$ cat config.mk
export PLATFORM = sky130hd
export DESIGN_NAME = weight_cache
export DESIGN_NICKNAME = d
export VERILOG_FILES = /design/src/rtl/conv_engine_pkg.sv /design/src/rtl/weight_cache.sv
export VERILOG_INCLUDE_DIRS = /design/src /design/src/include
export SDC_FILE = /design/constraint.sdc
export NUM_CORES = 2
export LEC_CHECK = 0
export BUFFER_PORTS_ARGS = -buffer_cell sky130_fd_sc_hd__buf_2
export CORE_ASPECT_RATIO = 0.75
export CORE_UTILIZATION = 50
export DETAILED_ROUTE_END_ITERATION = 8
export GPL_ROUTABILITY_DRIVEN = 0
export PLACE_DENSITY = 0.78
export SYNTH_ARGS = -nofsm -noshare
export SYNTH_HDL_FRONTEND = slang
export SYNTH_SLANG_ARGS = --single-unit
$ cat constraint.sdc
create_clock -name clk -period 19.8 [get_ports clk]
set_clock_uncertainty 0.05 [all_clocks]
set_input_delay 2.97 -clock clk [delete_from_list [all_inputs] [get_ports clk]]
set_output_delay 2.97 -clock clk [all_outputs]
set_load 0.005 [all_outputs]
$ cat src/include/conv_engine_config.svh
`ifndef CONV_ENGINE_CONFIG_SVH
`define CONV_ENGINE_CONFIG_SVH

// Lanes per atom, one word each
`define CE_LANES 16

`define CE_WORD_W 16       // Data, weight and result word
`define CE_ADDR_W 30       // DMA word address

// Weight cache entries, also the largest legal atom count per point
`define CE_MAX_ATOMS 16

`define CE_RESULT_DEPTH 4  // Result queue entries

`endif

$ cat src/rtl/conv_engine_pkg.sv
package conv_engine_pkg;

	`include "conv_engine_config.svh"

	typedef logic [`CE_WORD_W-1:0] word_t;     // One lane word
	typedef logic [`CE_ADDR_W-1:0] addr_t;     // DMA word address
	typedef word_t [`CE_LANES-1:0] atom_t;     // Lane 0 in the low word

	// Lane products are 2*W wide, the lane sum grows by log2(lanes)
	typedef logic [2*`CE_WORD_W+$clog2(`CE_LANES)-1:0] acc_t;

	typedef logic [$clog2(`CE_MAX_ATOMS):0] atom_cnt_t;  // Holds 0..CE_MAX_ATOMS
	typedef logic [7:0] point_cnt_t;

	// Read request, en is a one cycle strobe
	typedef struct packed {
		logic  en;
		addr_t addr;
	} dma_rd_req_t;

	// Write port outputs
	typedef struct packed {
		logic  writes_en;  // Level, a result is waiting
		addr_t addr;
		logic  ib_valid;   // Pulse, the cycle after ib_re
		word_t ib_data;
	} dma_wr_t;

	typedef enum logic [2:0] {
		idle,
		load_weights,
		stream,
		drain,
		finish
	} ctrl_state_t;

endpackage

$ cat src/rtl/weight_cache.sv
`timescale 1ns/10ps
`include "conv_engine_config.svh"

module weight_cache (
	input  logic                       clk,
	input  logic                       rst,
	input  logic                       i_wr,
	input  conv_engine_pkg::atom_cnt_t i_wr_idx,
	input  conv_engine_pkg::atom_cnt_t i_rd_idx,
	input  conv_engine_pkg::atom_t     i_atom,
	output conv_engine_pkg::atom_t     o_atom
);

	// One weight atom per tap of the layer
	conv_engine_pkg::atom_t mem [`CE_MAX_ATOMS];

	always_ff @(posedge clk) begin
		if (i_wr)
			mem[i_wr_idx[$clog2(`CE_MAX_ATOMS)-1:0]] <= i_atom;
	end

	// Registered read, tap is stable long before its data atom arrives
	always_ff @(posedge clk or posedge rst) begin
		if (rst)
			o_atom <= '0;
		else
			o_atom <= mem[i_rd_idx[$clog2(`CE_MAX_ATOMS)-1:0]];
	end

endmodule

==> out/metrics.yaml <==
maxCapViolCount: 0
wl_per_cell_um: 31.6
timing.rr.end: "o_atom[81]"
critPathSlowestCell: "buf_4"
final_area_um2: 181000
peakVddDrop_uv: 79.3
whs_path_depth: 3
min_from: "mem[3][109]"
clkTransAtPathRegs_ns: 0.06
area_growth_pct: 12.9
cts_tree: "done"
sw_frac_of_total_pct: 21.0
cts_root_buf: "clkbuf_16"
start_util_pct: 50.5
sequentialPowerShare_pct: 54.7
fin_hold_ws_ns: 0.579
io_pins: 525
grt_setup_unrepaired: "false"
utilization_pct: 57.0
fin_ws_ns: 12.17
layout.nets: 7957
period_share_pct: 38.5
fillers: 22000
met3_length_um: 36300
combPwrFrac_pct: 4.8
dpl_worst_slack_ns: 11.24
start_kind: "primary input"
dieArea_um2: 323000
core_um2: 318000
clk_path_buf_depth: 4
ys_warn_count: 0
grt_pass1_wl_um: 555000
reg2reg_depth: 3
fp-row-count: 179
worstPathArrival_ns: 8.26
htree_num_levels: 5
post-cts-setup-buffer-count: 0
place_hpwl_um: 196000
grt_usage_pct: 23.7
timing.slew.headroom_pct: 25.9
max_stage_delay_ns: 0.91
regArea_um2: 129000
p_per_area_nw_per_um2: 105
port_buffers: 522
die_h_um: 493
crit_chain: "buf_8 > buf_4 > buf_4 > buf_4 > buf_4 > mux4_2 > mux2i_1 > o21ai_0"
worstHoldEndpoint: "o_atom[109]"
max_freq_mhz: 131
stdcell_count: 12300
synth.yosys.seq_area_share_pct: 80.6
highest_layer: "met5"
setup_tns_ns: 0
syn_nets: 7253
cp-end-kind: "flop"
cts.sinks: 4352
wl_um: 390000
die_w_um: 656
r2r_slack_ns: 18.01
power.internal_mw: 15.0
drcViolationCount: 0
worst_slew_pin_slew_ns: 1.10
grt_max_degree: 131
yosysUniqueCellTypes: 28
gr-total-overflow: 0
final-max-slew-violation-count: 0
layout_min_cycle_time_ns: 7.63
first_global_vias: 79100
met2_wirelength_um: 194000
ant_nets: 0
vias: 77100
clk_latency_ns: 0.89
drtIter0Drc: 9451
cp_common_cell: "buf_4"
worst-endpoint-required_ns: 20.43
ctsResizeCount: 0
switchingPower_mw: 3.99
setup_viol: 0
drive_above_1_share_pct: 27.0
multi_input_area_um2: 29300
syn-cell-area_um2: 161000
wl_met1_um: 143000
min_path_type: "flop to flop"
cp_max_fo: 73
placedCellCount: 11500
power_frac_clock_pct: 40.4
dr.pass1.iters: 6
reg2reg_from: "mem[1][81]"
power_mw: 19.0
vias_per_cell: 6.26
hold_buffers: 0
dpl_cell_area_um2: 168000
syn_inst: 6984
hold_viol_final: 0
yosys_register_bits: 4352
outcome: "finished clean"
critPathKind: "primary input to flop"
cts_buffers: 393
leakage_nw: 59.5
grt_antenna_before_repair: 115
syn_avg_cell_area_um2: 23.0
[cell usage after synthesis]
library cell  instances  area (µm²)
clkbuf_1            105         394
or2_2                 2        12.5
buf_6                16         180
a22oi_1             487        3660
nand2b_1              6        37.5
nand2_1             165         619
buf_2               142         711
mux2_2               28         315
and2_1                4        25.0
nor3_1                5        25.0
o41ai_1              14         123
buf_1                30         113
dfrtp_1             256        6410
inv_1                 1        3.75
nand3b_1              2        15.0
mux2i_1             420        4200
o21ai_0              63         315
nor2b_1              36         225
nand3_1              87         435
nor2_2                1        6.26
o22ai_1              46         288
nor2_1               30         113
a211oi_1             29         218
or3b_2                1        8.76
buf_4                88         661
o211ai_1              6        45.0
edfxtp_1           4096      123000
mux4_2              818       18400
[routing by layer]
| metal | track usage (%) | vias to the layer above |
|---|---|---|
| met5 | 0 | - |
| met4 | 9.92 | 52 |
| met2 | 39.2 | 4592 |
| li1 | - | 30900 |
| met3 | 4.32 | 871 |
| met1 | 31.3 | 40700 |
[cells by family after synthesis]
kind of cell | count (synthesis) | synth area share [%]
buffers and inverters | 382 | 1.28
multiplexers | 1266 | 14.3
AO/OA/AOI/OAI | 645 | 2.89
flip-flops | 4352 | 80.6
AND/OR/NAND/NOR | 339 | 0.948
[sequential cells by signal, summed over array words and instances (netlist names)]
| name | flops |
|---|---|
| o_atom | 256 |
| mem | 4096 |
[worst max-delay path by stage]
stage / start / slack (ns) / end
4_1_cts: i_rd_idx[1] / 12.20 / o_atom[199]
3_5_place_dp: i_rd_idx[1] / 11.24 / o_atom[199]
6_report: i_rd_idx[1] / 12.17 / o_atom[199]
2_1_floorplan: i_wr_idx[2] / 4.77 / mem[1][0]
5_1_grt: i_rd_idx[1] / 11.93 / o_atom[199]
3_3_place_gp: i_rd_idx[1] / 11.32 / o_atom[199]
[layout make-up]
cell class                      count  area share [%]
Timing Repair Buffer              690            2.24
Sequential cell                  4352            71.4
Antenna cell                       58          0.0800
Clock buffer                      531            6.04
Inverter                            1         0.00621
Clock inverter                    195            1.17
Tap cell                         4253            2.93
Multi-Input combinational cell   2250            16.2
[power by group through the flow]
stage          Combinational [mW]  Sequential (mW)  Clock, mW
5_1_grt                     0.980             10.4       8.09
3_5_place_dp                0.917             10.6          0
2_1_floorplan               0.510             10.6          0
4_1_cts                     0.928             10.4       7.75
6_report                    0.920             10.4       7.68
3_3_place_gp                0.889             10.6          0
[cells in the final DEF (no fill, tap or decap), drive strengths merged, types with 5 or more instances in the layout]
master	Yosys	final
buf	276	690
o22ai	46	46
a211oi	29	29
dfrtp	256	256
edfxtp	4096	4096
nor2b	36	36
nand2	165	165
clkinv	0	138
bufinv	0	34
inv	1	11
nand2b	6	6
mux2	28	28
o41ai	14	14
nor3	5	5
diode	0	58
mux2i	420	420
nand3	87	87
o21ai	63	63
a22oi	487	487
nor2	31	31
mux4	818	818
clkbuf	105	531
o211ai	6	6
clkinvlp	0	13
[critical path, delay by kind of cell]
| kind | cells | cell delay, ns |
|---|---|---|
| buffers and inverters | 5 | 3.96 |
| multiplexers | 2 | 0.82 |
| AO/OA/AOI/OAI | 1 | 0.22 |
(Power assumes the default switching activity.)
