===== config.mk =====
export PLATFORM = sky130hd
export DESIGN_NAME = result_writeback
export DESIGN_NICKNAME = d
export VERILOG_FILES = /design/src/rtl/conv_engine_pkg.sv /design/src/rtl/result_writeback.sv
export VERILOG_INCLUDE_DIRS = /design/src /design/src/include
export SDC_FILE = /design/constraint.sdc
export NUM_CORES = 1
export LEC_CHECK = 0
export ABC_AREA = 1
export BUFFER_PORTS_ARGS = -buffer_cell sky130_fd_sc_hd__buf_4
export CAP_MARGIN = 20
export CORE_MARGIN = 2
export CORE_UTILIZATION = 31
export DETAILED_ROUTE_END_ITERATION = 6
export HOLD_SLACK_MARGIN = 0.15
export PLACE_DENSITY = 0.55
export SLEW_MARGIN = 20
export SYNTH_ARGS = -nofsm -noshare
export SYNTH_HDL_FRONTEND = slang
export SYNTH_SLANG_ARGS = --single-unit

===== constraint.sdc =====
create_clock -name clk -period 3.5 [get_ports clk]
set_input_delay 0.35 -clock clk [delete_from_list [all_inputs] [get_ports clk]]
set_output_delay 0.35 -clock clk [all_outputs]
set_load 0.02 [all_outputs]

===== src/include/conv_engine_config.svh =====
`ifndef CONV_ENGINE_CONFIG_SVH
`define CONV_ENGINE_CONFIG_SVH

// Lanes per atom, one word each
`define CE_LANES 16

`define CE_WORD_W 16       // Data, weight and result word
`define CE_ADDR_W 30       // DMA word address

// Weight cache entries, also the largest legal atom count per point
`define CE_MAX_ATOMS 16

`define CE_RESULT_DEPTH 4  // Result queue entries

`endif


===== src/rtl/conv_engine_pkg.sv =====
package conv_engine_pkg;

	`include "conv_engine_config.svh"

	typedef logic [`CE_WORD_W-1:0] word_t;     // One lane word
	typedef logic [`CE_ADDR_W-1:0] addr_t;     // DMA word address
	typedef word_t [`CE_LANES-1:0] atom_t;     // Lane 0 in the low word

	// Lane products are 2*W wide, the lane sum grows by log2(lanes)
	typedef logic [2*`CE_WORD_W+$clog2(`CE_LANES)-1:0] acc_t;

	typedef logic [$clog2(`CE_MAX_ATOMS):0] atom_cnt_t;  // Holds 0..CE_MAX_ATOMS
	typedef logic [7:0] point_cnt_t;

	// Read request, en is a one cycle strobe
	typedef struct packed {
		logic  en;
		addr_t addr;
	} dma_rd_req_t;

	// Write port outputs
	typedef struct packed {
		logic  writes_en;  // Level, a result is waiting
		addr_t addr;
		logic  ib_valid;   // Pulse, the cycle after ib_re
		word_t ib_data;
	} dma_wr_t;

	typedef enum logic [2:0] {
		idle,
		load_weights,
		stream,
		drain,
		finish
	} ctrl_state_t;

endpackage


===== src/rtl/result_writeback.sv =====
`timescale 1ns/10ps
`include "conv_engine_config.svh"

module result_writeback (
	input  logic                     clk,
	input  logic                     rst,
	input  logic                     i_valid,
	input  conv_engine_pkg::word_t   i_result,
	input  conv_engine_pkg::addr_t   i_result_base,
	input  logic                     i_start,
	input  logic                     i_ib_re,
	output conv_engine_pkg::dma_wr_t o_wr,
	output logic                     o_full,
	output logic                     o_empty
);

	localparam int PTR_W = $clog2(`CE_RESULT_DEPTH);

	conv_engine_pkg::word_t      mem [`CE_RESULT_DEPTH];
	logic [PTR_W-1:0]            wr_ptr;
	logic [PTR_W-1:0]            rd_ptr;
	logic [PTR_W:0]              count;
	conv_engine_pkg::point_cnt_t pt_cnt;   // Points written in this layer
	conv_engine_pkg::addr_t      base_q;
	logic                        re_d;     // DMA took the head last cycle
	logic                        pop;

	assign o_full  = (count == (PTR_W+1)'(`CE_RESULT_DEPTH));
	assign o_empty = (count == '0);
	assign pop     = re_d && !o_empty;

	assign o_wr.writes_en = !o_empty && !re_d;  // Dropped for the data cycle
	assign o_wr.addr      = base_q + conv_engine_pkg::addr_t'(pt_cnt);
	assign o_wr.ib_valid  = pop;
	assign o_wr.ib_data   = mem[rd_ptr];

	always_ff @(posedge clk or posedge rst) begin
		if (rst) begin
			wr_ptr <= '0;
			rd_ptr <= '0;
			count  <= '0;
			pt_cnt <= '0;
			re_d   <= 1'b0;
		end else begin
			re_d <= i_ib_re;
			if (i_valid)
				wr_ptr <= wr_ptr + 1'b1;
			if (pop)
				rd_ptr <= rd_ptr + 1'b1;
			count <= count + (PTR_W+1)'(i_valid) - (PTR_W+1)'(pop);
			if (i_start)
				pt_cnt <= '0;               // Addresses restart at the new base
			else if (pop)
				pt_cnt <= pt_cnt + 1'b1;
		end
	end

	always_ff @(posedge clk) begin
		if (i_valid)
			mem[wr_ptr] <= i_result;
		if (i_start)
			base_q <= i_result_base;
	end

endmodule


==> metrics.txt <==
Setup WS pre-CTS=999.2 ps; Initial Util=31.75%; drt initial violations=281; DR vias=4312; Final period util=83.37%; GRT Total Usage=14.68%; first-pass GRT wire length=20.91 mm; number of routed nets with antenna violations=0; Final Routed Wirelength=13.36 mm; Slew Viols, Final=0; Avg Cell Area, Syn=9.452 µm²; register area share after synthesis=58.49%; Congestion Overflow GR=0; Synth cell types=30; CP Capture Type=output pin; critical path required time=3150 ps; simple logic cell fraction of the synthesized area=22.55%; Layout Cells excl Fill=927; Cell Area, Synth=0.005510 mm²; Vias per Instance=4.652; Final Hold Viols=0; Synth warnings=0; CTS clock-pin slew for the worst setup and hold paths=90 ps; clock latency on the worst-skew pair=360 ps; Max Fclk=342.7 MHz; clk sinks=110; routability cong.=0.8159; largest net degree at the start of global routing=34; maxcap violations=0; TNS Setup=0 ps; Post-synth EDFFs=94; CP Launch Type=flop; main combinational cell family by area after synthesis=simple AND/OR/NAND/NOR gates; outcome=finished, final reports clean; Clock Skew=10.56 ps; Mapped Nets=651; placed insts=900; Area growth, synth to finish=26.18%; Synth top area share=51.23%; Bufs on Longest Clock Path=2; ratio of cells with drive above 1 in the final layout=19.52%; WP data arrival=2570 ps; Clock Tree Root=clkbuf_16; RSZ-0062 raised after global routing=no; Post-DP HPWL=9.603 mm; # IOs=101; top cells by count, synth=nand2_1 (144), edfxtp_1 (94), inv_1 (77), nor2_1 (65); Num CTS Buffers=9; Residual DRC=0; minimum clock period=2918 ps; leading area contributor after synthesis=edfxtp_1; Pleak=3.062 nW; vias in the first global route=4103; Synth Area in Compound Gates=6.040%; Synth Instances=583; Worst-Margin Slew=987.0 ps; setup ws final=581.9 ps; DIE AREA=0.01886 mm²; Die Y-Extent=137.3 µm; TritonCTS clock tree=built; FP Rows=48; Yosys reg bits=110; die width=137.3 µm; Max IR drop VDD=0.5155 mV; min-delay worst type=input port to flop; ys flop type=edfxtp_1; fill count=1684; CP Max Fanout=5; XOR/XNOR share of the synthesized area=2.361%; Core ar.=0.01736 mm²; routed len/inst=14.41 µm; initial antenna violation count=0; top-count cell post-synth=nand2_1; Final #Nets=765; final setup vio count=0; final core utilization=40.06%; worst setup path class=flop to output pin; power per standard cell area=622.5 mW/mm²; share of synthesized registers carrying an async set or reset=14.55%; H-tree depth=3; total power=4.328 mW; relative max-transition margin=34.13%; fraction of the mapped netlist area in adder cells=4.133%; detailed-router iteration count before antenna repair=5; Synth area leaders=edfxtp_1 (51%), nand2_1 (9.8%), dfrtp_1 (7.3%), inv_1 (5.2%), nor2_1 (4.4%); multiplexer share of the synthesized area=0%; I/O Buffers=100; Antenna diodes=0
-- cells in the final DEF, fill, tap and decap left out, types with 2 or more instances in the layout --
cell type and instances:
inv_8 3, o22ai_1 16, dfrtp_1 16, xor2_1 11
clkinv_1 2, clkbuf_16 9, inv_2 3, nand2_1 144
inv_1 77, nor2_4 2, a21oi_1 3, o21ai_0 42
nand4_1 8, nor2_2 6, xnor2_1 2, ha_1 15
nor3_1 5, edfxtp_1 94, nor2_1 65, buf_4 103
nand2_2 4, inv_12 3, fa_1 2, nand3b_1 8
nand3_1 42, dlygate4sd3_1 11
-- area by class of cell --
class                      instances  area (µm²)  area share (%)
tap                              225       281.5           4.049
clock buffer                       9       225.2           3.239
timing repair buffer             114       883.3           12.70
sequential                       110        3223           46.36
inverter                          82       307.8           4.427
clock inverter                     7       98.84           1.422
multi-input combinational        380        1933           27.80
-- flip-flops by register name, indices dropped and copies added (netlist names) --
name    cells
count       3
re_d        1
base_q     30
wr_ptr      2
mem        64
pt_cnt      8
rd_ptr      2
-- power by group --
part,internal (mW),switching (mW)
Combinational,0.537,0.946
Clock,0.534,0.556
Sequential,1.66,0.0927
-- path summary, 6_finish.rpt --
path | slack, ps | from | to | depth (start not counted)
max in group asynchronous | 2440 | rst | pt_cnt[4] | 3
hold / removal | 170 | i_result_base[23] | base_q[23] | 1
setup reg to reg | 1040 | count[1] | count[2] | 11
hold reg to reg | 540 | wr_ptr[0] | wr_ptr[0] | 1
setup / recovery | 580 | pt_cnt[0] | o_wr[25] | 10
min in group asynchronous | 640 | rst | re_d | 3
-- per-stage QoR --
| step | cell area (µm²) | hold WS [ps] |
|---|---|---|
| global route | 6953 | 151.6 |
| global placement | 6519 | 461.3 |
| detailed placement | 6519 | 462.4 |
| finish | 6953 | 165.7 |
| CTS | 6933 | 152.2 |
| floorplan | 5510 | 263.7 |
-- worst max-delay path: stages, from the launching register on --
cell     delay (ps)
dfrtp_1         430
ha_1            230
inv_1            70
fa_1            400
inv_1           130
nand3_1         100
nand3_1         180
nand3_1         100
nand2_1         190
xor2_1          210
buf_4           170
-- layer usage --
layer  routed length, µm  global-route usage, %  share of wire (%)  up-vias
met1                5795                  18.06                 43     2028
met3                 879                  4.415                6.6       15
li1                    -                      -                  -     2159
met5                   0                      0                  0        -
met2                6459                  24.65                 48      110
met4                 226                  4.754                1.7        0
-- logic make-up after synthesis --
family          after synthesis
compound gates               62
xor+xnor                     14
fa+ha+maj                    17
buf+inv                      93
flops                       110
simple gates                287
-- repair_timing --
action                    CTS  global route
hold buffers                9             2
resized for setup           0             0
setup buffers               0             0
hold endpoints to repair   24             2
Note: power is estimated with default switching activity, not from simulation.
