==> src/include/conv_engine_config.svh <==
`ifndef CONV_ENGINE_CONFIG_SVH
`define CONV_ENGINE_CONFIG_SVH

// Lanes per atom, one word each
`define CE_LANES 16

`define CE_WORD_W 16       // Data, weight and result word
`define CE_ADDR_W 30       // DMA word address

// Weight cache entries, also the largest legal atom count per point
`define CE_MAX_ATOMS 16

`define CE_RESULT_DEPTH 4  // Result queue entries

`endif

==> src/rtl/conv_engine_pkg.sv <==
package conv_engine_pkg;

	`include "conv_engine_config.svh"

	typedef logic [`CE_WORD_W-1:0] word_t;     // One lane word
	typedef logic [`CE_ADDR_W-1:0] addr_t;     // DMA word address
	typedef word_t [`CE_LANES-1:0] atom_t;     // Lane 0 in the low word

	// Lane products are 2*W wide, the lane sum grows by log2(lanes)
	typedef logic [2*`CE_WORD_W+$clog2(`CE_LANES)-1:0] acc_t;

	typedef logic [$clog2(`CE_MAX_ATOMS):0] atom_cnt_t;  // Holds 0..CE_MAX_ATOMS
	typedef logic [7:0] point_cnt_t;

	// Read request, en is a one cycle strobe
	typedef struct packed {
		logic  en;
		addr_t addr;
	} dma_rd_req_t;

	// Write port outputs
	typedef struct packed {
		logic  writes_en;  // Level, a result is waiting
		addr_t addr;
		logic  ib_valid;   // Pulse, the cycle after ib_re
		word_t ib_data;
	} dma_wr_t;

	typedef enum logic [2:0] {
		idle,
		load_weights,
		stream,
		drain,
		finish
	} ctrl_state_t;

endpackage

==> src/rtl/atom_deserializer.sv <==
`timescale 1ns/10ps
`include "conv_engine_config.svh"

module atom_deserializer (
	input  logic                   clk,
	input  logic                   rst,
	input  logic                   i_we,
	input  conv_engine_pkg::word_t i_data,
	output conv_engine_pkg::atom_t o_atom,
	output logic                   o_atom_valid
);

	localparam int LANE_W = $clog2(`CE_LANES);

	logic [LANE_W-1:0] lane;  // Next lane to fill

	always_ff @(posedge clk or posedge rst) begin
		if (rst) begin
			lane         <= '0;
			o_atom_valid <= 1'b0;
		end else begin
			o_atom_valid <= 1'b0;
			if (i_we) begin
				if (lane == LANE_W'(`CE_LANES - 1)) begin
					lane         <= '0;    // Wrap for the next burst
					o_atom_valid <= 1'b1;  // Atom complete
				end else begin
					lane <= lane + 1'b1;
				end
			end
		end
	end

	always_ff @(posedge clk) begin
		if (i_we)
			o_atom[lane] <= i_data;
	end

endmodule

==> config.mk <==
export PLATFORM = sky130hd
export DESIGN_NAME = atom_deserializer
export DESIGN_NICKNAME = d
export VERILOG_FILES = /design/src/rtl/conv_engine_pkg.sv /design/src/rtl/atom_deserializer.sv
export VERILOG_INCLUDE_DIRS = /design/src /design/src/include
export SDC_FILE = /design/constraint.sdc
export NUM_CORES = 1
export LEC_CHECK = 0
export CORE_MARGIN = 2
export CORE_UTILIZATION = 55
export DETAILED_ROUTE_END_ITERATION = 10
export DONT_BUFFER_PORTS = 1
export PLACE_DENSITY = 0.73
export SETUP_SLACK_MARGIN = 0.02
export SYNTH_ARGS = -nofsm -noshare
export SYNTH_HDL_FRONTEND = slang
export SYNTH_SLANG_ARGS = --single-unit
==> constraint.sdc <==
create_clock -name clk -period 1.7 [get_ports clk]
set_clock_uncertainty 0.15 [all_clocks]
set_input_delay 0.34 -clock clk [delete_from_list [all_inputs] [get_ports clk]]
set_output_delay 0.34 -clock clk [all_outputs]
set_load 0.01 [all_outputs]
==> impl_metrics.prom <==
# TYPE chip_impl_metric gauge
chip_impl_info{name="result_of_the_run",value="completed"} 1
chip_impl_metric{name="fp.dieW",unit="um"} 125
chip_impl_metric{name="routed_wirelength",unit="um"} 18200
chip_impl_info{name="clock_tree_from_tritoncts",value="built"} 1
chip_impl_metric{name="tns_setup",unit="ns"} 0
chip_impl_metric{name="n_fill_cell",unit=""} 894
chip_impl_metric{name="share_of_the_clock_period_used_by_the_worst_path_after_layout",unit="%"} 95.6
chip_impl_metric{name="via_count_of_the_first_global_routing_pass",unit=""} 3243
chip_impl_metric{name="seq_area_frac_synth",unit="%"} 96.6
chip_impl_metric{name="global_route_wire_length_before_repair",unit="um"} 24900
chip_impl_info{name="reg2reg_from",value="lane[0]"} 1
chip_impl_metric{name="initial_core_util",unit="%"} 56.1
chip_impl_metric{name="share_of_post_route_cells_with_drive_strength_above_1",unit="%"} 20.9
chip_impl_info{name="grt_setup_unrepaired",value="true"} 1
chip_impl_metric{name="placement.io_buffers",unit=""} 0
chip_impl_metric{name="drt_pre_antenna_iters",unit=""} 4
chip_impl_metric{name="route.vias.total",unit=""} 3363
chip_impl_metric{name="routedWlPerCell",unit="um"} 31.5
chip_impl_metric{name="largest_net_degree_at_the_start_of_global_routing",unit=""} 17
chip_impl_info{name="startpoint",value="lane[0]"} 1
chip_impl_metric{name="syn_to_final_growth",unit="%"} 19.7
chip_impl_metric{name="worstPathArrival",unit="ns"} 1.67
chip_impl_info{name="crit_path_end_kind",value="register"} 1
chip_impl_info{name="worst_hold_path_type",value="in -> async"} 1
chip_impl_metric{name="clk_pin_slew_worst_paths",unit="ns"} 0.06
chip_impl_metric{name="fin_nets",unit=""} 399
chip_impl_metric{name="synth_area",unit="um^2"} 8090
chip_impl_metric{name="ir_drop",unit="mV"} 0.861
chip_impl_metric{name="path_max_fanout",unit=""} 13
chip_impl_metric{name="reg2reg_slack",unit="ns"} 0.07
chip_impl_metric{name="synth_cell_types",unit=""} 17
chip_impl_metric{name="synth.ff_latch_count",unit=""} 261
chip_impl_metric{name="synthesized_netlist_cell_count",unit=""} 301
chip_impl_metric{name="core-area",unit="um^2"} 14400
chip_impl_metric{name="drcViolationCount",unit=""} 0
chip_impl_metric{name="gp_congestion",unit=""} 0.811
chip_impl_metric{name="tritoncts_num_sinks",unit=""} 261
chip_impl_metric{name="synth_largest_type_area_fraction",unit="%"} 95.1
chip_impl_metric{name="final_hold_viol_count",unit=""} 0
chip_impl_metric{name="groute.layer.met1.usage",unit="%"} 30.3
chip_impl_info{name="worst_r2r_endpoint",value="o_atom[247]"} 1
chip_impl_info{name="synthTopCellsByArea",value="edfxtp_1 (95%), dfrtp_1 (1.5%), and2_1 (1.2%)"} 1
chip_impl_metric{name="grt_antenna_before_repair",unit=""} 0
chip_impl_metric{name="setup_viol_count_final",unit=""} 0
chip_impl_info{name="ctsRootBufferMaster",value="clkbuf_16"} 1
chip_impl_metric{name="drt_first_iter_violations",unit=""} 304
chip_impl_metric{name="grt_use_total",unit="%"} 22.5
chip_impl_metric{name="use_met2",unit="%"} 36.0
chip_impl_metric{name="grt.overflow.total",unit=""} 0
chip_impl_metric{name="power_density",unit="nW/um^2"} 1480
chip_impl_metric{name="layout.core_utilization",unit="%"} 67.1
chip_impl_metric{name="finalWorstPathRequiredPeriod",unit="ns"} 1.63
chip_impl_info{name="start_kind",value="register"} 1
chip_impl_info{name="busiest_layer",value="met2"} 1
chip_impl_metric{name="timing.final.max_slew_violations",unit=""} 0
chip_impl_metric{name="drt-vias-per-instance",unit=""} 5.82
chip_impl_info{name="timing_worst_setup_path_type",value="reg -> reg"} 1
chip_impl_metric{name="post_syn_nets",unit=""} 324
chip_impl_metric{name="cts-htree-levels",unit=""} 1
chip_impl_metric{name="clock.fmax",unit="MHz"} 615
chip_impl_metric{name="ys.warnings.count",unit=""} 0
chip_impl_metric{name="chipHeight",unit="um"} 125
chip_impl_metric{name="groute.layer.met3.usage",unit="%"} 6.97
chip_impl_metric{name="timing_worst_slew_pin_value",unit="ns"} 0.821
chip_impl_metric{name="post_cts.repair.setup_buffers",unit=""} 0
chip_impl_metric{name="drv.max_cap_violation_count",unit=""} 0
chip_impl_metric{name="num_rows",unit=""} 44
chip_impl_metric{name="cts-root-to-sink-buffers",unit=""} 3
chip_impl_metric{name="insertion_delay_of_the_later_clocked_pin_in_the_worst_skew_pair",unit="ns"} 0.49
chip_impl_metric{name="place.detailed.hpwl",unit="um"} 11400
chip_impl_metric{name="slew_headroom",unit="%"} 45.1
chip_impl_metric{name="cellLeakagePower",unit="uW"} 0.00317
chip_impl_metric{name="synthesis.area_per_instance",unit="um^2"} 26.9
chip_impl_metric{name="boundaryPins",unit=""} 276
chip_impl_info{name="biggest_area_consumer_among_synthesized_cells",value="edfxtp_1"} 1
chip_impl_metric{name="cp_data_required_time",unit="ns"} 1.74
chip_impl_metric{name="number_of_cells_on_the_worst_reg_to_reg_path",unit=""} 3
chip_impl_metric{name="detail-route-antenna-nets",unit=""} 0
chip_impl_metric{name="floorplan.die_area",unit="um^2"} 15700
chip_impl_metric{name="tritoncts.num_buffers",unit=""} 25
## cells in the final DEF, fill, tap and decap left out
cell type and count:
dfrtp_2 1, edfxtp_1 256, clkinvlp_4 3, clkinv_1 7, nand3_1 2, and2_4 2
buf_6 2, nand2_1 4, bufinv_16 3, and2_1 9, buf_4 19, and3_1 1
nand3_2 1, clkbuf_8 1, xnor2_1 1, nor3b_2 1, ha_1 2, dlygate4sd3_1 18
dfrtp_1 4, inv_2 1, and2_2 5, a21oi_1 1, clkinv_2 5, buf_12 10
o21ai_0 2, and3b_1 1, clkbuf_16 25, o21ai_1 1, ha_2 2, and3b_4 1
diode_2 1, inv_1 2
## cell usage after synthesis
library cell	count
nor3b_2	1
a21oi_1	1
and3_1	1
and3b_1	1
nand3_1	2
o21ai_0	2
ha_1	4
o21ai_1	1
xnor2_1	1
nand3_2	1
inv_1	3
buf_4	1
and3b_4	1
and2_1	16
edfxtp_1	256
dfrtp_1	5
nand2_1	4
## cells by family (layout without fill, tap and decap cells)
group                    after synthesis  count (layout)  share of synthesized area, %
adder cells (fa/ha/maj)                4               4                         0.619
flip-flops                           261             261                          96.6
AO/OA/AOI/OAI                          4               4                         0.247
AND/OR/NAND/NOR                       27              27                          2.17
XOR/XNOR                               1               1                         0.108
other                                  0               1                             0
buffers and inverters                  4              96                         0.232
## per-stage QoR
stage | cells | instance area [um^2] | setup slack (ns) | power, uW | hold slack (ns)
floorplan | 301 | 8090 | 0.0282 | 8440 | -0.0315
global route | 577 | 9670 | 0.0237 | 14700 | 0.0557
detailed placement | 515 | 8670 | -0.0244 | 8980 | -0.000866
CTS | 577 | 9660 | 0.0291 | 14400 | 0.0351
global placement | 515 | 8670 | -0.00393 | 8940 | -0.0110
finish | 578 | 9680 | 0.0741 | 14300 | 0.0500
## metal layers
| metal | up-vias | wire length, um |
|---|---|---|
| met4 | 0 | 307 |
| li1 | 1349 | - |
| met2 | 208 | 9200 |
| met3 | 19 | 1490 |
| met5 | - | 0 |
| met1 | 1787 | 7210 |
## sequential cells by signal, indices dropped and copies added (netlist names)
register / cells
o_atom: 256
lane: 4
o_atom_valid: 1
## area by class of cell
type | instances | area [um^2] | share of cell area [%]
inverters | 3 | 11.3 | 0.116
multi-input cells | 36 | 270 | 2.79
diodes | 1 | 2.50 | 0.0259
clock inverters | 18 | 164 | 1.69
flip-flops and latches | 261 | 7810 | 80.7
clock buffers | 26 | 639 | 6.61
repair buffers | 49 | 546 | 5.64
well taps | 184 | 230 | 2.38
## timing repair
item | 4_1_cts | 5_1_grt
setup endpoints to repair | 16 | 105
cloned | 0 | 0
hold buffers | 18 | 0
gates resized for setup | 1 | 9
endpoints found under the hold margin | 265 | 0
## power breakdown
part	leakage, uW	total, uW	internal (uW)	switching [uW]
Combinational	0.000409	892	305	586
Sequential	0.00237	8080	7640	433
Clock	0.000389	5310	3170	2150
Total	0.00317	14300	11100	3160
## how the worst max path moves through the flow
stage                  endpoint  slack [ns]  cells after the start
floorplan           o_atom[160]        0.03                      3
global placement    o_atom[177]      -0.004                      3
detailed placement  o_atom[186]       -0.02                      3
CTS                  o_atom[15]        0.03                      3
global route        o_atom[209]        0.02                      4
finish              o_atom[247]        0.07                      3
## worst max-delay path, cell delays in order (launching register included)
cell and delay, ns:
dfrtp_1 0.45, ha_2 0.27, and2_1 0.23, buf_12 0.21
Note: power is estimated with default switching activity, not from simulation.
