`config.mk`:
```
export PLATFORM = sky130hd
export DESIGN_NAME = conv_engine_ctrl
export DESIGN_NICKNAME = d
export VERILOG_FILES = /design/src/rtl/conv_engine_pkg.sv /design/src/rtl/conv_engine_ctrl.sv
export VERILOG_INCLUDE_DIRS = /design/src /design/src/include
export SDC_FILE = /design/constraint.sdc
export NUM_CORES = 1
export LEC_CHECK = 0
export BUFFER_PORTS_ARGS = -buffer_cell sky130_fd_sc_hd__buf_4
export CAP_MARGIN = 20
export CELL_PAD_IN_SITES_DETAIL_PLACEMENT = 1
export CELL_PAD_IN_SITES_GLOBAL_PLACEMENT = 2
export CORE_MARGIN = 5
export CORE_UTILIZATION = 33
export DETAILED_ROUTE_END_ITERATION = 12
export PLACE_DENSITY = 0.86
export SYNTH_ARGS = -nofsm -noshare
export SYNTH_HDL_FRONTEND = slang
export SYNTH_SLANG_ARGS = --single-unit
```
`constraint.sdc`:
```
create_clock -name clk -period 6.4 [get_ports clk]
set_input_delay 0.96 -clock clk [delete_from_list [all_inputs] [get_ports clk]]
set_output_delay 0.96 -clock clk [all_outputs]
set_load 0.05 [all_outputs]
```
`src/include/conv_engine_config.svh`:
```
`ifndef CONV_ENGINE_CONFIG_SVH
`define CONV_ENGINE_CONFIG_SVH

// Lanes per atom, one word each
`define CE_LANES 16

`define CE_WORD_W 16       // Data, weight and result word
`define CE_ADDR_W 30       // DMA word address

// Weight cache entries, also the largest legal atom count per point
`define CE_MAX_ATOMS 16

`define CE_RESULT_DEPTH 4  // Result queue entries

`endif

```
`src/rtl/conv_engine_pkg.sv`:
```
package conv_engine_pkg;

	`include "conv_engine_config.svh"

	typedef logic [`CE_WORD_W-1:0] word_t;     // One lane word
	typedef logic [`CE_ADDR_W-1:0] addr_t;     // DMA word address
	typedef word_t [`CE_LANES-1:0] atom_t;     // Lane 0 in the low word

	// Lane products are 2*W wide, the lane sum grows by log2(lanes)
	typedef logic [2*`CE_WORD_W+$clog2(`CE_LANES)-1:0] acc_t;

	typedef logic [$clog2(`CE_MAX_ATOMS):0] atom_cnt_t;  // Holds 0..CE_MAX_ATOMS
	typedef logic [7:0] point_cnt_t;

	// Read request, en is a one cycle strobe
	typedef struct packed {
		logic  en;
		addr_t addr;
	} dma_rd_req_t;

	// Write port outputs
	typedef struct packed {
		logic  writes_en;  // Level, a result is waiting
		addr_t addr;
		logic  ib_valid;   // Pulse, the cycle after ib_re
		word_t ib_data;
	} dma_wr_t;

	typedef enum logic [2:0] {
		idle,
		load_weights,
		stream,
		drain,
		finish
	} ctrl_state_t;

endpackage

```
`src/rtl/conv_engine_ctrl.sv`:
```
`timescale 1ns/10ps
`include "conv_engine_config.svh"

module conv_engine_ctrl (
	input  logic                         clk,
	input  logic                         rst,
	input  logic                         i_start,
	input  conv_engine_pkg::atom_cnt_t   i_atoms,
	input  conv_engine_pkg::point_cnt_t  i_points,
	input  conv_engine_pkg::addr_t       i_data_base,
	input  conv_engine_pkg::addr_t       i_weight_base,
	input  logic                         i_w_atom_valid,
	input  logic                         i_d_atom_valid,
	input  logic                         i_wb_full,
	input  logic                         i_wb_empty,
	output conv_engine_pkg::dma_rd_req_t o_w_req,
	output conv_engine_pkg::dma_rd_req_t o_d_req,
	output conv_engine_pkg::atom_cnt_t   o_tap,
	output logic                         o_last_atom,
	output logic                         o_done
);

	conv_engine_pkg::ctrl_state_t state;
	conv_engine_pkg::atom_cnt_t   atoms_q;   // Atoms per point
	conv_engine_pkg::point_cnt_t  points_q;
	conv_engine_pkg::point_cnt_t  point;     // Point being streamed
	conv_engine_pkg::atom_cnt_t   tap;       // Atom index inside the point
	conv_engine_pkg::addr_t       w_addr;
	conv_engine_pkg::addr_t       d_addr;
	logic                         w_busy;    // Weight request outstanding
	logic                         d_busy;    // Data request outstanding
	logic [2:0]                   last_pipe; // Last flag, follows the MAC and accumulator stages
	logic                         start_ok;
	logic                         last_tap;
	logic                         last_point;
	logic                         d_hold;

	assign start_ok   = i_start && (state == conv_engine_pkg::idle ||
		state == conv_engine_pkg::finish);
	assign last_tap   = (tap == atoms_q - conv_engine_pkg::atom_cnt_t'(1));
	assign last_point = (point == points_q - conv_engine_pkg::point_cnt_t'(1));

	// New point waits for queue room and for the previous point to land in the queue
	assign d_hold = (tap == '0) && (i_wb_full || (|last_pipe));

	assign o_tap       = tap;
	assign o_last_atom = last_pipe[1];  // Lines up with the MAC sum valid
	assign o_done      = (state == conv_engine_pkg::finish);

	always_ff @(posedge clk or posedge rst) begin
		if (rst) begin
			state     <= conv_engine_pkg::idle;
			atoms_q   <= '0;
			points_q  <= '0;
			point     <= '0;
			tap       <= '0;
			w_addr    <= '0;
			d_addr    <= '0;
			w_busy    <= 1'b0;
			d_busy    <= 1'b0;
			last_pipe <= '0;
			o_w_req   <= '0;
			o_d_req   <= '0;
		end else begin
			o_w_req.en <= 1'b0;  // Request strobes last one cycle
			o_d_req.en <= 1'b0;
			last_pipe  <= {last_pipe[1:0], 1'b0};
			if (start_ok) begin
				// Latch the layer config
				atoms_q  <= i_atoms;
				points_q <= i_points;
				w_addr   <= i_weight_base;
				d_addr   <= i_data_base;
				point    <= '0;
				tap      <= '0;
				w_busy   <= 1'b0;
				d_busy   <= 1'b0;
				state    <= conv_engine_pkg::load_weights;
			end else begin
				case (state)
					conv_engine_pkg::load_weights: begin
						if (!w_busy) begin
							o_w_req.en   <= 1'b1;
							o_w_req.addr <= w_addr;
							w_addr       <= w_addr + conv_engine_pkg::addr_t'(`CE_LANES);
							w_busy       <= 1'b1;
						end
						if (i_w_atom_valid) begin  // Cache writes this atom at index tap
							w_busy <= 1'b0;
							if (last_tap) begin
								tap   <= '0;
								state <= conv_engine_pkg::stream;
							end else begin
								tap <= tap + 1'b1;
							end
						end
					end
					conv_engine_pkg::stream: begin
						if (!d_busy && !d_hold) begin
							o_d_req.en   <= 1'b1;
							o_d_req.addr <= d_addr;
							d_addr       <= d_addr + conv_engine_pkg::addr_t'(`CE_LANES);
							d_busy       <= 1'b1;
						end
						if (i_d_atom_valid) begin
							d_busy       <= 1'b0;
							last_pipe[0] <= last_tap;
							if (last_tap) begin
								tap   <= '0;
								point <= point + 1'b1;
								if (last_point)
									state <= conv_engine_pkg::drain;  // All atoms read
							end else begin
								tap <= tap + 1'b1;
							end
						end
					end
					conv_engine_pkg::drain: begin
						// Pipeline empty and every result written back
						if (i_wb_empty && last_pipe == '0)
							state <= conv_engine_pkg::finish;
					end
					default: begin
					end
				endcase
			end
		end
	end

endmodule

```
==> metrics.txt <==
Sw Ratio 44.3%; CP required 6700 ps; r2r setup slk 2710 ps; Ys Warns 0; total CTS buffers 17; post-CTS setup buffers 0; Primary FF master, synth dfrtp_1; maximum clock path buffer count 2; # rows 55; HP Class flop to flop; via count between 6000 and 7000; Clock Root Buffer clkbuf_16; die extent in y 161 um; vias per cell 5.20; Lkg Pwr 4.54 nW; final hold vios 0; wire per inst 17.6 um; IO Pins 149; hpwl dp 15.4 mm; area grow syn2layout 26.6%; crit path kind flop to flop; antenna violations before repair 0; Synth Cell Area 0.00757 sq mm; largest net degree at the start of global routing 110; CP max FO between 60 and 70; Cell Chain, Critical Path inv_1 -> ha_1 -> or4b_1 -> o211ai_4 -> buf_4 -> inv_2 -> nor2_2 -> o21ai_0 -> o311ai_0; initial core utilization 33.4%; vias in the first global route 6878; die area 0.0261 sq mm; setup_tns 0 ps; post-CTS sizing 0; post-route ant nets 0; number of diodes 0; Syn Nets 945; Worst VDD drop 0.000250 V; IO Port Bufs 148; outcome finished clean; GRT Total Usage 17.6%; CTS clk-pin slew, worst paths ~70 ps; post-synthesis sequential area ratio 51.6%; syn avg cell area 8.82 sq um; async set-reset flop share out of synthesis 100%; P_int 2.68 mW; max_slew headroom 49.5%; Worst-Margin Slew 751 ps; max frequency 0.271 GHz; share of layout cells above drive strength 1 20.1%; post-synth cell types 61; first-pass iteration count of the detailed router 4; CTS tree built; Final Skew 11.4 ps; DRC Markers 0; CP peak stage delay 680 ps; Worst Path Arrival 3990 ps; CP Launch Type flop; number of synthesized flops with an enable pin 0; post-synthesis cell count between 800 and 900; Worst-Skew Late Latency 430 ps; pre-CTS WS approximately 2700 ps; Tmin final 3690 ps; RSZ-0062 raised after global routing false; hold buffers post-CTS 0; GR Overflow Total 0; max_cap viols 0; clk sinks 156; power density cells approximately 500 mW/mm^2; GPL Wtd Cong 0.779; Seq pwr share 37.7%; Final period util 57.7%; Clock power frac ~22%; Slew Limit Fails 0; Crit. End Element flop; die width 161 um; DR iter-0 viols 288; critical path's slowest cell nor2_2; synthesized flop and latch total 156; final worst setup slack ~2700 ps; first-pass GRT wire length 37.0 mm; Nets 1073; Final setup viols 0; Sw Pwr roughly 2.1 mW; Comb pwr share 40.0%; WL final ~23 mm; Core Area 0.0226 sq mm; H-tree depth 4
-- cells in the mapped netlist (6+ instances only) --
cell / instances / area [sq um]
nand2_1: 285 / 1070
dfrtp_1: 156 / 3900
o21ai_0: 55 / 275
nand3_1: 34 / 170
nor2_1: 26 / 97.6
clkbuf_1: 25 / 93.8
inv_1: 24 / 90.1
nand4_1: 23 / 144
xor2_1: 17 / 149
xnor2_1: 13 / 114
a21oi_1: 12 / 60.1
buf_2: 12 / 60.1
nor3_1: 12 / 60.1
or4_1: 11 / 82.6
and3_1: 9 / 56.3
o311ai_0: 9 / 78.8
a221o_1: 8 / 80.1
a31oi_1: 8 / 50.1
buf_1: 8 / 30.0
o211ai_1: 8 / 60.1
ha_1: 7 / 87.6
nor4_1: 7 / 43.8
or3_1: 7 / 43.8
mux2i_1: 6 / 60.1
-- worst paths after layout --
check / startpoint / endpoint / cells after the start
setup / recovery: o_tap[0]$_DFFE_PP0P_ / d_addr[15]$_DFFE_PP0P_ / 9
hold / removal: last_pipe[0]$_DFF_PP0_ / last_pipe[1]$_DFF_PP0_ / 0
setup reg to reg: o_tap[0]$_DFFE_PP0P_ / d_addr[15]$_DFFE_PP0P_ / 9
hold reg to reg: last_pipe[0]$_DFF_PP0_ / last_pipe[1]$_DFF_PP0_ / 0
max in group asynchronous: rst / o_w_req[23]$_DFFE_PP0P_ / 4
min in group asynchronous: rst / w_addr[9]$_DFFE_PP0P_ / 2
-- metrics by stage --
stage               power [mW]  util (%)  cells  hold WS [ps]  cell area, sq um
detailed placement        3.76      39.3   1250           408              8910
floorplan                 3.09         -    858           376              7570
CTS                       4.87      42.1   1282           421              9530
global placement          3.70      39.3   1250           410              8910
global route              5.13      42.3   1284           428              9580
finish                    4.81      42.3   1284           415              9580
-- state kept, by name (all words and copies together), names as in the netlist --
| name | flops |
|---|---|
| o_tap | 5 |
| last_pipe | 3 |
| atoms_q | 5 |
| o_w_req | 31 |
| state | 3 |
| o_d_req | 31 |
| points_q | 8 |
| d_busy | 1 |
| w_busy | 1 |
| d_addr | 30 |
| point | 8 |
| w_addr | 30 |
-- worst max-delay path: cells and delay by family, from the launching register on --
| family | cells | cell delay, ps |
|---|---|---|
| buffers and inverters | 3 | 1110 |
| adders and majority gates | 1 | 140 |
| AOI/OAI and AO/OA | 3 | 590 |
| DFF | 1 | 460 |
| and+or+nand+nor | 2 | 1210 |
-- layout by cell type, fill, tap and decap left out, drive strengths merged, types with 12 or more instances in the layout --
master	count
nand2	285
dfrtp	156
buf	155
o21ai	56
nand3	34
inv	28
nor2	27
nand4	23
clkbuf	21
xor2	17
xnor2	13
a21oi	12
nor3	12
or4	12
-- cells by family (layout without fill, tap and decap cells) --
logic type,after synthesis,count (layout),synth area share (%)
adders and majority gates,7,7,1.16
DFF,156,156,51.6
xor gates and xnor gates,30,30,3.47
and+or+nand+nor,450,450,27.3
AOI/OAI and AO/OA,138,138,12.0
muxes,6,6,0.794
buffers and inverters,71,212,3.77
-- power groups by stage --
| stage | Combinational [mW] | Sequential, mW | Clock [mW] |
|---|---|---|---|
| floorplan | 0.822 | 2.27 | 0 |
| global placement | 1.88 | 1.81 | 0 |
| detailed placement | 1.94 | 1.83 | 0 |
| CTS | 1.95 | 1.81 | 1.11 |
| global route | 2.10 | 1.88 | 1.14 |
| finish | 1.92 | 1.81 | 1.08 |
-- area by class of cell --
type	instances	area, sq um
fill	2641	13100
multi-input combinational	631	3400
timing repair buffer	155	1200
tap	285	357
inverter	25	98.8
sequential	156	3900
clock buffer	21	460
clock inverter	11	159
-- routing by layer --
layer,share of wire [%],GRT usage (%)
met5,0,0
met4,1.0,4.46
met3,4.4,4.34
met2,48,28.5
met1,46,23.7
Note: power is estimated with default switching activity, not from simulation.
