`src/include/conv_engine_config.svh`:
```
`ifndef CONV_ENGINE_CONFIG_SVH
`define CONV_ENGINE_CONFIG_SVH

// Lanes per atom, one word each
`define CE_LANES 16

`define CE_WORD_W 16       // Data, weight and result word
`define CE_ADDR_W 30       // DMA word address

// Weight cache entries, also the largest legal atom count per point
`define CE_MAX_ATOMS 16

`define CE_RESULT_DEPTH 4  // Result queue entries

`endif

```
`src/rtl/conv_engine_pkg.sv`:
```
package conv_engine_pkg;

	`include "conv_engine_config.svh"

	typedef logic [`CE_WORD_W-1:0] word_t;     // One lane word
	typedef logic [`CE_ADDR_W-1:0] addr_t;     // DMA word address
	typedef word_t [`CE_LANES-1:0] atom_t;     // Lane 0 in the low word

	// Lane products are 2*W wide, the lane sum grows by log2(lanes)
	typedef logic [2*`CE_WORD_W+$clog2(`CE_LANES)-1:0] acc_t;

	typedef logic [$clog2(`CE_MAX_ATOMS):0] atom_cnt_t;  // Holds 0..CE_MAX_ATOMS
	typedef logic [7:0] point_cnt_t;

	// Read request, en is a one cycle strobe
	typedef struct packed {
		logic  en;
		addr_t addr;
	} dma_rd_req_t;

	// Write port outputs
	typedef struct packed {
		logic  writes_en;  // Level, a result is waiting
		addr_t addr;
		logic  ib_valid;   // Pulse, the cycle after ib_re
		word_t ib_data;
	} dma_wr_t;

	typedef enum logic [2:0] {
		idle,
		load_weights,
		stream,
		drain,
		finish
	} ctrl_state_t;

endpackage

```
`src/rtl/point_accumulator.sv`:
```
`timescale 1ns/10ps

module point_accumulator (
	input  logic                   clk,
	input  logic                   rst,
	input  logic                   i_valid,
	input  logic                   i_last,
	input  conv_engine_pkg::acc_t  i_sum,
	output conv_engine_pkg::word_t o_result,
	output logic                   o_valid
);

	conv_engine_pkg::acc_t acc;
	conv_engine_pkg::acc_t acc_next;
	logic                  first;  // Next sum opens a new point

	assign acc_next = first ? i_sum : acc + i_sum;

	always_ff @(posedge clk or posedge rst) begin
		if (rst) begin
			first   <= 1'b1;
			o_valid <= 1'b0;
		end else begin
			o_valid <= i_valid && i_last;
			if (i_valid)
				first <= i_last;
		end
	end

	always_ff @(posedge clk) begin
		if (i_valid) begin
			acc <= acc_next;
			if (i_last)
				o_result <= conv_engine_pkg::word_t'(acc_next);  // Result is mod 2^16
		end
	end

endmodule

```
`config.mk`:
```
export PLATFORM = sky130hd
export DESIGN_NAME = point_accumulator
export DESIGN_NICKNAME = d
export VERILOG_FILES = /design/src/rtl/conv_engine_pkg.sv /design/src/rtl/point_accumulator.sv
export VERILOG_INCLUDE_DIRS = /design/src /design/src/include
export SDC_FILE = /design/constraint.sdc
export NUM_CORES = 1
export LEC_CHECK = 0
export ABC_AREA = 1
export BUFFER_PORTS_ARGS = -buffer_cell sky130_fd_sc_hd__buf_2
export CORE_UTILIZATION = 51
export DETAILED_ROUTE_END_ITERATION = 8
export PLACE_DENSITY = 0.86
export SYNTH_ARGS = -nofsm -noshare
export SYNTH_HDL_FRONTEND = slang
export SYNTH_SLANG_ARGS = --single-unit
export TNS_END_PERCENT = 5
```
`constraint.sdc`:
```
create_clock -name clk -period 5.3 [get_ports clk]
set_clock_uncertainty 0.05 [all_clocks]
set_input_delay 0.795 -clock clk [delete_from_list [all_inputs] [get_ports clk]]
set_output_delay 0.795 -clock clk [all_outputs]
set_load 0.02 [all_outputs]
```
==> results of run 1 <==
layer usage:
metal / global-route usage, % / vias up / wire length [µm]
met5: 0 / - / 0
met4: 8.511 / 0 / 85
met3: 5.517 / 8 / 180
met2: 35.46 / 43 / 2008
met1: 27.78 / 792 / 2031
li1: - / 924 / -
power by group through the flow:
stage / Combinational, W / Clock (W) / Sequential, W
2_1_floorplan: 0.000179 / 0 / 0.000369
3_3_place_gp: 0.000243 / 0 / 0.000359
3_5_place_dp: 0.000253 / 0 / 0.000360
4_1_cts: 0.000255 / 0.000231 / 0.000355
5_1_grt: 0.000289 / 0.000243 / 0.000357
6_report: 0.000255 / 0.000225 / 0.000355
metrics by stage:
step | cell area (µm²) | hold slack, ns | cells
CTS | 2454 | 0.2868 | 353
global route | 2454 | 0.2872 | 353
detailed placement | 2344 | 0.6012 | 345
floorplan | 2115 | 0.4855 | 262
global placement | 2344 | 0.5822 | 345
finish | 2454 | 0.2961 | 353
placed cells by master (no fill, tap or decap), drive strengths merged, types with 3 or more instances in the layout:
master / instances
or2: 5
a21oi: 7
o21ai: 5
buf: 36
nand3: 20
nand2: 111
edfxtp: 32
clkbuf: 8
nor3: 3
nor2: 13
inv: 37
ha: 15
final cells by class:
type / instances / area [µm²] / area share, %
multi-input cells: 187 / 945.9 / 38.55
inverters: 38 / 142.6 / 5.813
flip-flops and latches: 34 / 1012 / 41.25
clock buffers: 8 / 110.1 / 4.488
well taps: 50 / 62.56 / 2.550
repair buffers: 36 / 180.2 / 7.343
worst max-delay path by stage:
stage / endpoint / slack (ns) / cells past startpoint / from
2_1_floorplan: acc[6] / 3.03 / 9 / i_sum[0]
3_3_place_gp: o_result[10] / 2.78 / 11 / i_sum[0]
3_5_place_dp: acc[6] / 2.74 / 10 / i_sum[0]
4_1_cts: acc[6] / 3.04 / 10 / i_sum[0]
5_1_grt: o_result[10] / 2.90 / 11 / i_sum[0]
6_report: acc[6] / 3.03 / 10 / i_sum[0]
registers in the layout (all words and copies together) (netlist names):
signal,count
first,1
acc,16
o_valid,1
o_result,16
worst reg2reg max path, cell delays in order, from the launching register on:
cell      delay [ns]
edfxtp_1        0.37
ha_1            0.21
fa_1            0.40
nand2_1         0.11
nand2_1         0.08
nand3_1         0.08
nand2_1         0.10
or2_1           0.22
nand3_1         0.07
nand2_1         0.08
kinds of logic (layout without fill, tap and decap cells):
| kind of cell | count (synthesis) | after routing |
|---|---|---|
| and+or+nand+nor | 157 | 157 |
| AOI/OAI and AO/OA | 12 | 12 |
| adders and majority gates | 16 | 16 |
| buffers and inverters | 41 | 82 |
| DFF | 34 | 34 |
| xor gates and xnor gates | 2 | 2 |
==> impl_metrics.csv, run 1 <==
group,metric,value,unit
placement,post-place-ws,2.745,ns
synth,synth_warnings,0,
die,core.rowCount,23,
routing,drc,0,
finish,final_util,61.34,%
finish,layout.nets,358,
synth,synth.most_common_cell,"nand2_1",
die,die_area,0.004408,mm²
die,die_h,66.39,µm
synth,post_synth_xor_area_fraction,0.8284,%
synth,netlist_top_cells_area,"edfxtp_1, nand2_1, ha_1",
routing,drtIter0Drc,95,
cts,clkTransAtPathRegs,0.06,ns
routing,firstDrtPassIters,4,
global_route,grt_max_degree,19,
die,pin_count,57,
critical_path,cp_cell_sequence,"buf_2, ha_1, fa_1, nand2_1, nand2_1, nand3_1, nand2_1, or2_1, nand3_1, nand2_1",
timing,min_period_over_period,42.89,%
die,initial_core_util,52.86,%
global_route,antenna_found_initial,0,
worst_hold_path,hold_path.class,"input port to asynchronous set/reset pin",
synth,synth_fa_ha_area_share,9.822,%
global_route,grt_remaining_overflow,0,
power_and_ir_drop,pwr-share-seq,42.5,%
synth,ys_seq_elements,34,
timing,hold_violations,0,
critical_path,crit_arrival,2.26,ns
synth,postSynthNetCount,318,
synth,synthArstFlopShare,5.882,%
global_route,grt_pass1_wl,6941,µm
cts,cts.sinks,34,
synth,yosysTopAreaCellShare,45.44,%
critical_path,rrSetupSlack,3.28,ns
power_and_ir_drop,power_frac_comb,30.6,%
die,die_x,66.39,µm
cts,ctsHoldBuffers,0,
cts,clk-insertion-delay-late,0.29,ns
critical_path,critPathLaunchType,"input port",
critical_path,worstSetupPathType,"input port to flop",
synth,syn_area,0.002115,mm²
cts,cts_resized,0,
timing,fmax,439.9,MHz
placement,dpl.hpwl,3144,µm
power_and_ir_drop,p_clk_share,26.9,%
finish,fillers,357,
synth,synth_mux_area_share,0,%
routing,wl_per_cell,12.20,µm
synth,yosysTopAreaCell,"edfxtp_1",
power_and_ir_drop,internal-power,0.0005645,W
cts,clock_tree.buffer_depth,2,
global_route,grt_pass1_vias,1556,
synth,synth_edf_count,32,
synth,yosysSeqAreaShare,47.87,%
synth,synth_compound_area_share,2.840,%
power_and_ir_drop,p_leak,1.268,nW
synth,synth.top_cells.by_count,"nand2_1, inv_1, edfxtp_1, nand3_1, ha_1",
cts,cts_setup_buffers,0,
power_and_ir_drop,power_density,340.3,mW/mm²
power_and_ir_drop,ir_drop,0.1946,mV
critical_path,critPathTopFamily,"simple AND/OR/NAND/NOR gates",
routing,vias,1767,
routing,viasPerCell,5.006,
critical_path,crit_path_max_fanout,4,
power_and_ir_drop,p_sw_share,32.40,%
power_and_ir_drop,totalPowerFinal,0.0008350,W
die,core_area,0.004000,mm²
timing,slew_violations,0,
synth,synth_flop_cell,"edfxtp_1",
timing,fin_ws,3.027,ns
timing,post-route-min-period,2.273,ns
power_and_ir_drop,power_switching,0.0002706,W
critical_path,slowest_delay,0.40,ns
critical_path,required,5.29,ns
outcome,status,"complete, no violations",
critical_path,setup.worst_path.end_class,"flop",
flow_run,drv_cap,0,
critical_path,timing.rr.start,"acc[0]",
placement,port_buffers,36,
cts,cts_tree,"built",
critical_path,worstRegToRegCells,9,
placement,finalWeightedCongestion,0.8814,
cts,cts_max_level,2,
timing,tns,0,ns
synth,avgSynthCellArea,8.071,µm²
timing,tightest_slew,0.7116,ns
critical_path,r2r_end,"acc[6]",
finish,area_growth_syn_to_layout,16.04,%
timing,setup_viol,0,
global_route,grtUsageTotal,21.85,%
cts,cts-buffers-inserted,5,
synth,syn_inst,262,
critical_path,crit_path_top_delay_cell,"fa_1",
timing,max_slew_margin,52.51,%
cts,cts-root-buf,"clkbuf_8",
routing,wl,4305,µm
finish,drive_above_1_share,16.83,%
finish,diodes,0,
timing,rsz0062_at_grt,"false",
critical_path,crit_path_frequent_cell,"nand2_1",
critical_path,cp_num_buf_inv,1,
synth,synth-simple-area-share,31.24,%
synth,synth_cell_types,27,
synth,synth_top_family_by_area,"simple AND/OR/NAND/NOR gates",
routing,ant_nets,0,
No activity file was read; power rests on OpenSTA's default activity.
==> run 2, diff against run 1 <==
Settings changed: CORE_UTILIZATION 51 to 47, PLACE_DENSITY 0.86 to 0.83.
Clock period 5.3 ns to 2 ns, I/O delays scaled along.
==> run 2 against run 1 <==
Against the previous run:
- routed wire length is 0.81% lower
- critical path depth is 1 lower
- clock power is 130% higher
- sequential power grew to 2.6 times the previous value
- critical endpoint unchanged
- setup slack worse by 2.9 ns
- combinational power grew to 2.8 times the previous value
- cell count is 2.0% higher
- critical path type is now flop to flop
- via count is 1.2% lower
- first-iteration DRC count is 36% lower
- die area is 8.3% higher
- hold slack worse by 0.082 ns
==> impl_metrics.csv, run 2 (synthesis gave the netlist of run 1 again) <==
group,metric,value,unit
outcome,status,"complete, no violations",
timing,tightest_slew,0.5524,ns
timing,finalHoldWorstSlack,0.2142,ns
placement,dpl.hpwl,3130,µm
die,initial_core_util,48.90,%
global_route,grt_pass1_vias,1630,
timing,tns,0,ns
critical_path,crit_path_top_delay_cell,"edfxtp_1",
critical_path,crit_path_frequent_cell,"nand2_2",
critical_path,slowest_delay,0.38,ns
critical_path,setup.worst_path.end_class,"flop",
global_route,grt_pass1_wl,7300,µm
placement,finalWeightedCongestion,0.8386,
routing,viasPerCell,4.847,
die,die_x,69.08,µm
timing,rsz0062_at_grt,"false",
critical_path,crit_path_max_fanout,4,
die,die_area,0.004771,mm²
critical_path,required,1.99,ns
routing,firstDrtPassIters,4,
worst_hold_path,hold_path.class,"input port to flop",
cts,cts-root-buf,"clkbuf_8",
finish,fillers,423,
finish,multi_input_area,983.4,µm²
global_route,grt_max_degree,18,
global_route,grt_remaining_overflow,0,
timing,fmax,522.8,MHz
finish,final_common_cell,"nand2_1",
finish,diodes,0,
cts,cts_max_level,2,
timing,post-route-min-period,1.913,ns
power_and_ir_drop,ir_drop,0.4595,mV
timing,hold_violations,0,
cts,cts.sinks,34,
timing,slew_violations,0,
cts,cts_tree,"built",
routing,wl_per_cell,11.86,µm
timing,setup_viol,0,
routing,vias,1745,
finish,area_growth_syn_to_layout,18.93,%
power_and_ir_drop,power_density,860.8,mW/mm²
power_and_ir_drop,p_leak,1.282,nW
placement,port_buffers,36,
die,die_h,69.08,µm
routing,drtIter0Drc,61,
critical_path,worstSetupPathType,"flop to flop",
die,core.rowCount,24,
flow_run,drv_cap,0,
finish,drive_above_1_share,20.45,%
finish,most-common-layout-cells,"nand2_1, buf_2, inv_1",
finish,final_util,58.16,%
cts,clkTransAtPathRegs,0.07,ns
global_route,antenna_found_initial,0,
critical_path,cp_cell_sequence,"ha_2, fa_2, nand2_2, nand2_2, nand3_2, nand2_2, or2_1, nand3_1, nand2_1",
cts,clk-insertion-delay-late,0.29,ns
critical_path,cp_num_buf_inv,0,
cts,cts_setup_buffers,0,
timing,min_period_over_period,95.64,%
critical_path,critPathLaunchType,"flop",
timing,max_slew_margin,63.13,%
critical_path,critPathTopFamily,"simple AND/OR/NAND/NOR gates",
finish,top_regs,"acc x16, o_result x16",
critical_path,crit_arrival,1.90,ns
routing,drc,0,
die,core_area,0.004324,mm²
routing,ant_nets,0,
routing,wl,4270,µm
finish,seq_area,0.001012,mm²
finish,layout.nets,363,
cts,clock_tree.buffer_depth,2,
die,pin_count,57,
cts,cts-buffers-inserted,5,
global_route,grtUsageTotal,19.45,%
## run 2: routing by layer
layer | vias up | global-route usage (%) | part of all wire [%]
met4 | 0 | 6.803 | 2.1
met1 | 773 | 24.00 | 47
met3 | 7 | 4.532 | 4.2
met5 | - | 0 | 0
li1 | 931 | - | -
met2 | 34 | 33.23 | 47
## run 2: what timing repair did
action | 4_1_cts | 5_1_grt
pin swaps | 0 | 0
setup endpoints to repair | 6 | 12
gates resized for setup | 3 | 6
cloned | 0 | 0
hold buffers | 1 | 0
hold endpoints to repair | 2 | 0
## run 2: power breakdown
group / internal, W / switching [W]
registers: 0.000904 / 0.0000258
logic: 0.000261 / 0.000451
clock network: 0.000278 / 0.000245
total: 0.00144 / 0.000722
## run 2: worst min-delay path, delay by kind of cell
kind | cells | cell delay [ns]
compound gates | 1 | 0.09
buf+inv | 1 | 0.08
simple gates | 1 | 0.05
## run 2: worst paths after layout
path / slack (ns) / depth (start not counted) / start / end
worst min register to register: 0.65 / 3 / acc[0] / acc[0]
worst max-delay path: 0.09 / 9 / acc[0] / acc[6]
worst min-delay path: 0.21 / 3 / i_last / first
min in group asynchronous: 0.34 / 3 / rst / o_valid
worst max register to register: 0.09 / 9 / acc[0] / acc[6]
max in group asynchronous: 1.36 / 3 / rst / first
## run 2: layout make-up
type,count,area share (%)
Clock buffer,7,3.433
Inverter,38,5.672
Sequential cell,34,40.25
Timing Repair Buffer,41,8.756
Tap cell,52,2.587
Multi-Input combinational cell,187,39.10
Clock inverter,1,0.1990
## run 2: metrics by stage
step | instances | setup WS (ns) | power (W) | cell area [µm²]
floorplan | 262 | 0.1784 | 0.001453 | 2115
global placement | 351 | -0.02439 | 0.001603 | 2376
detailed placement | 351 | -0.03541 | 0.001625 | 2376
CTS | 360 | 0.04465 | 0.002160 | 2485
global route | 360 | 0.008349 | 0.002306 | 2515
finish | 360 | 0.08716 | 0.002165 | 2515
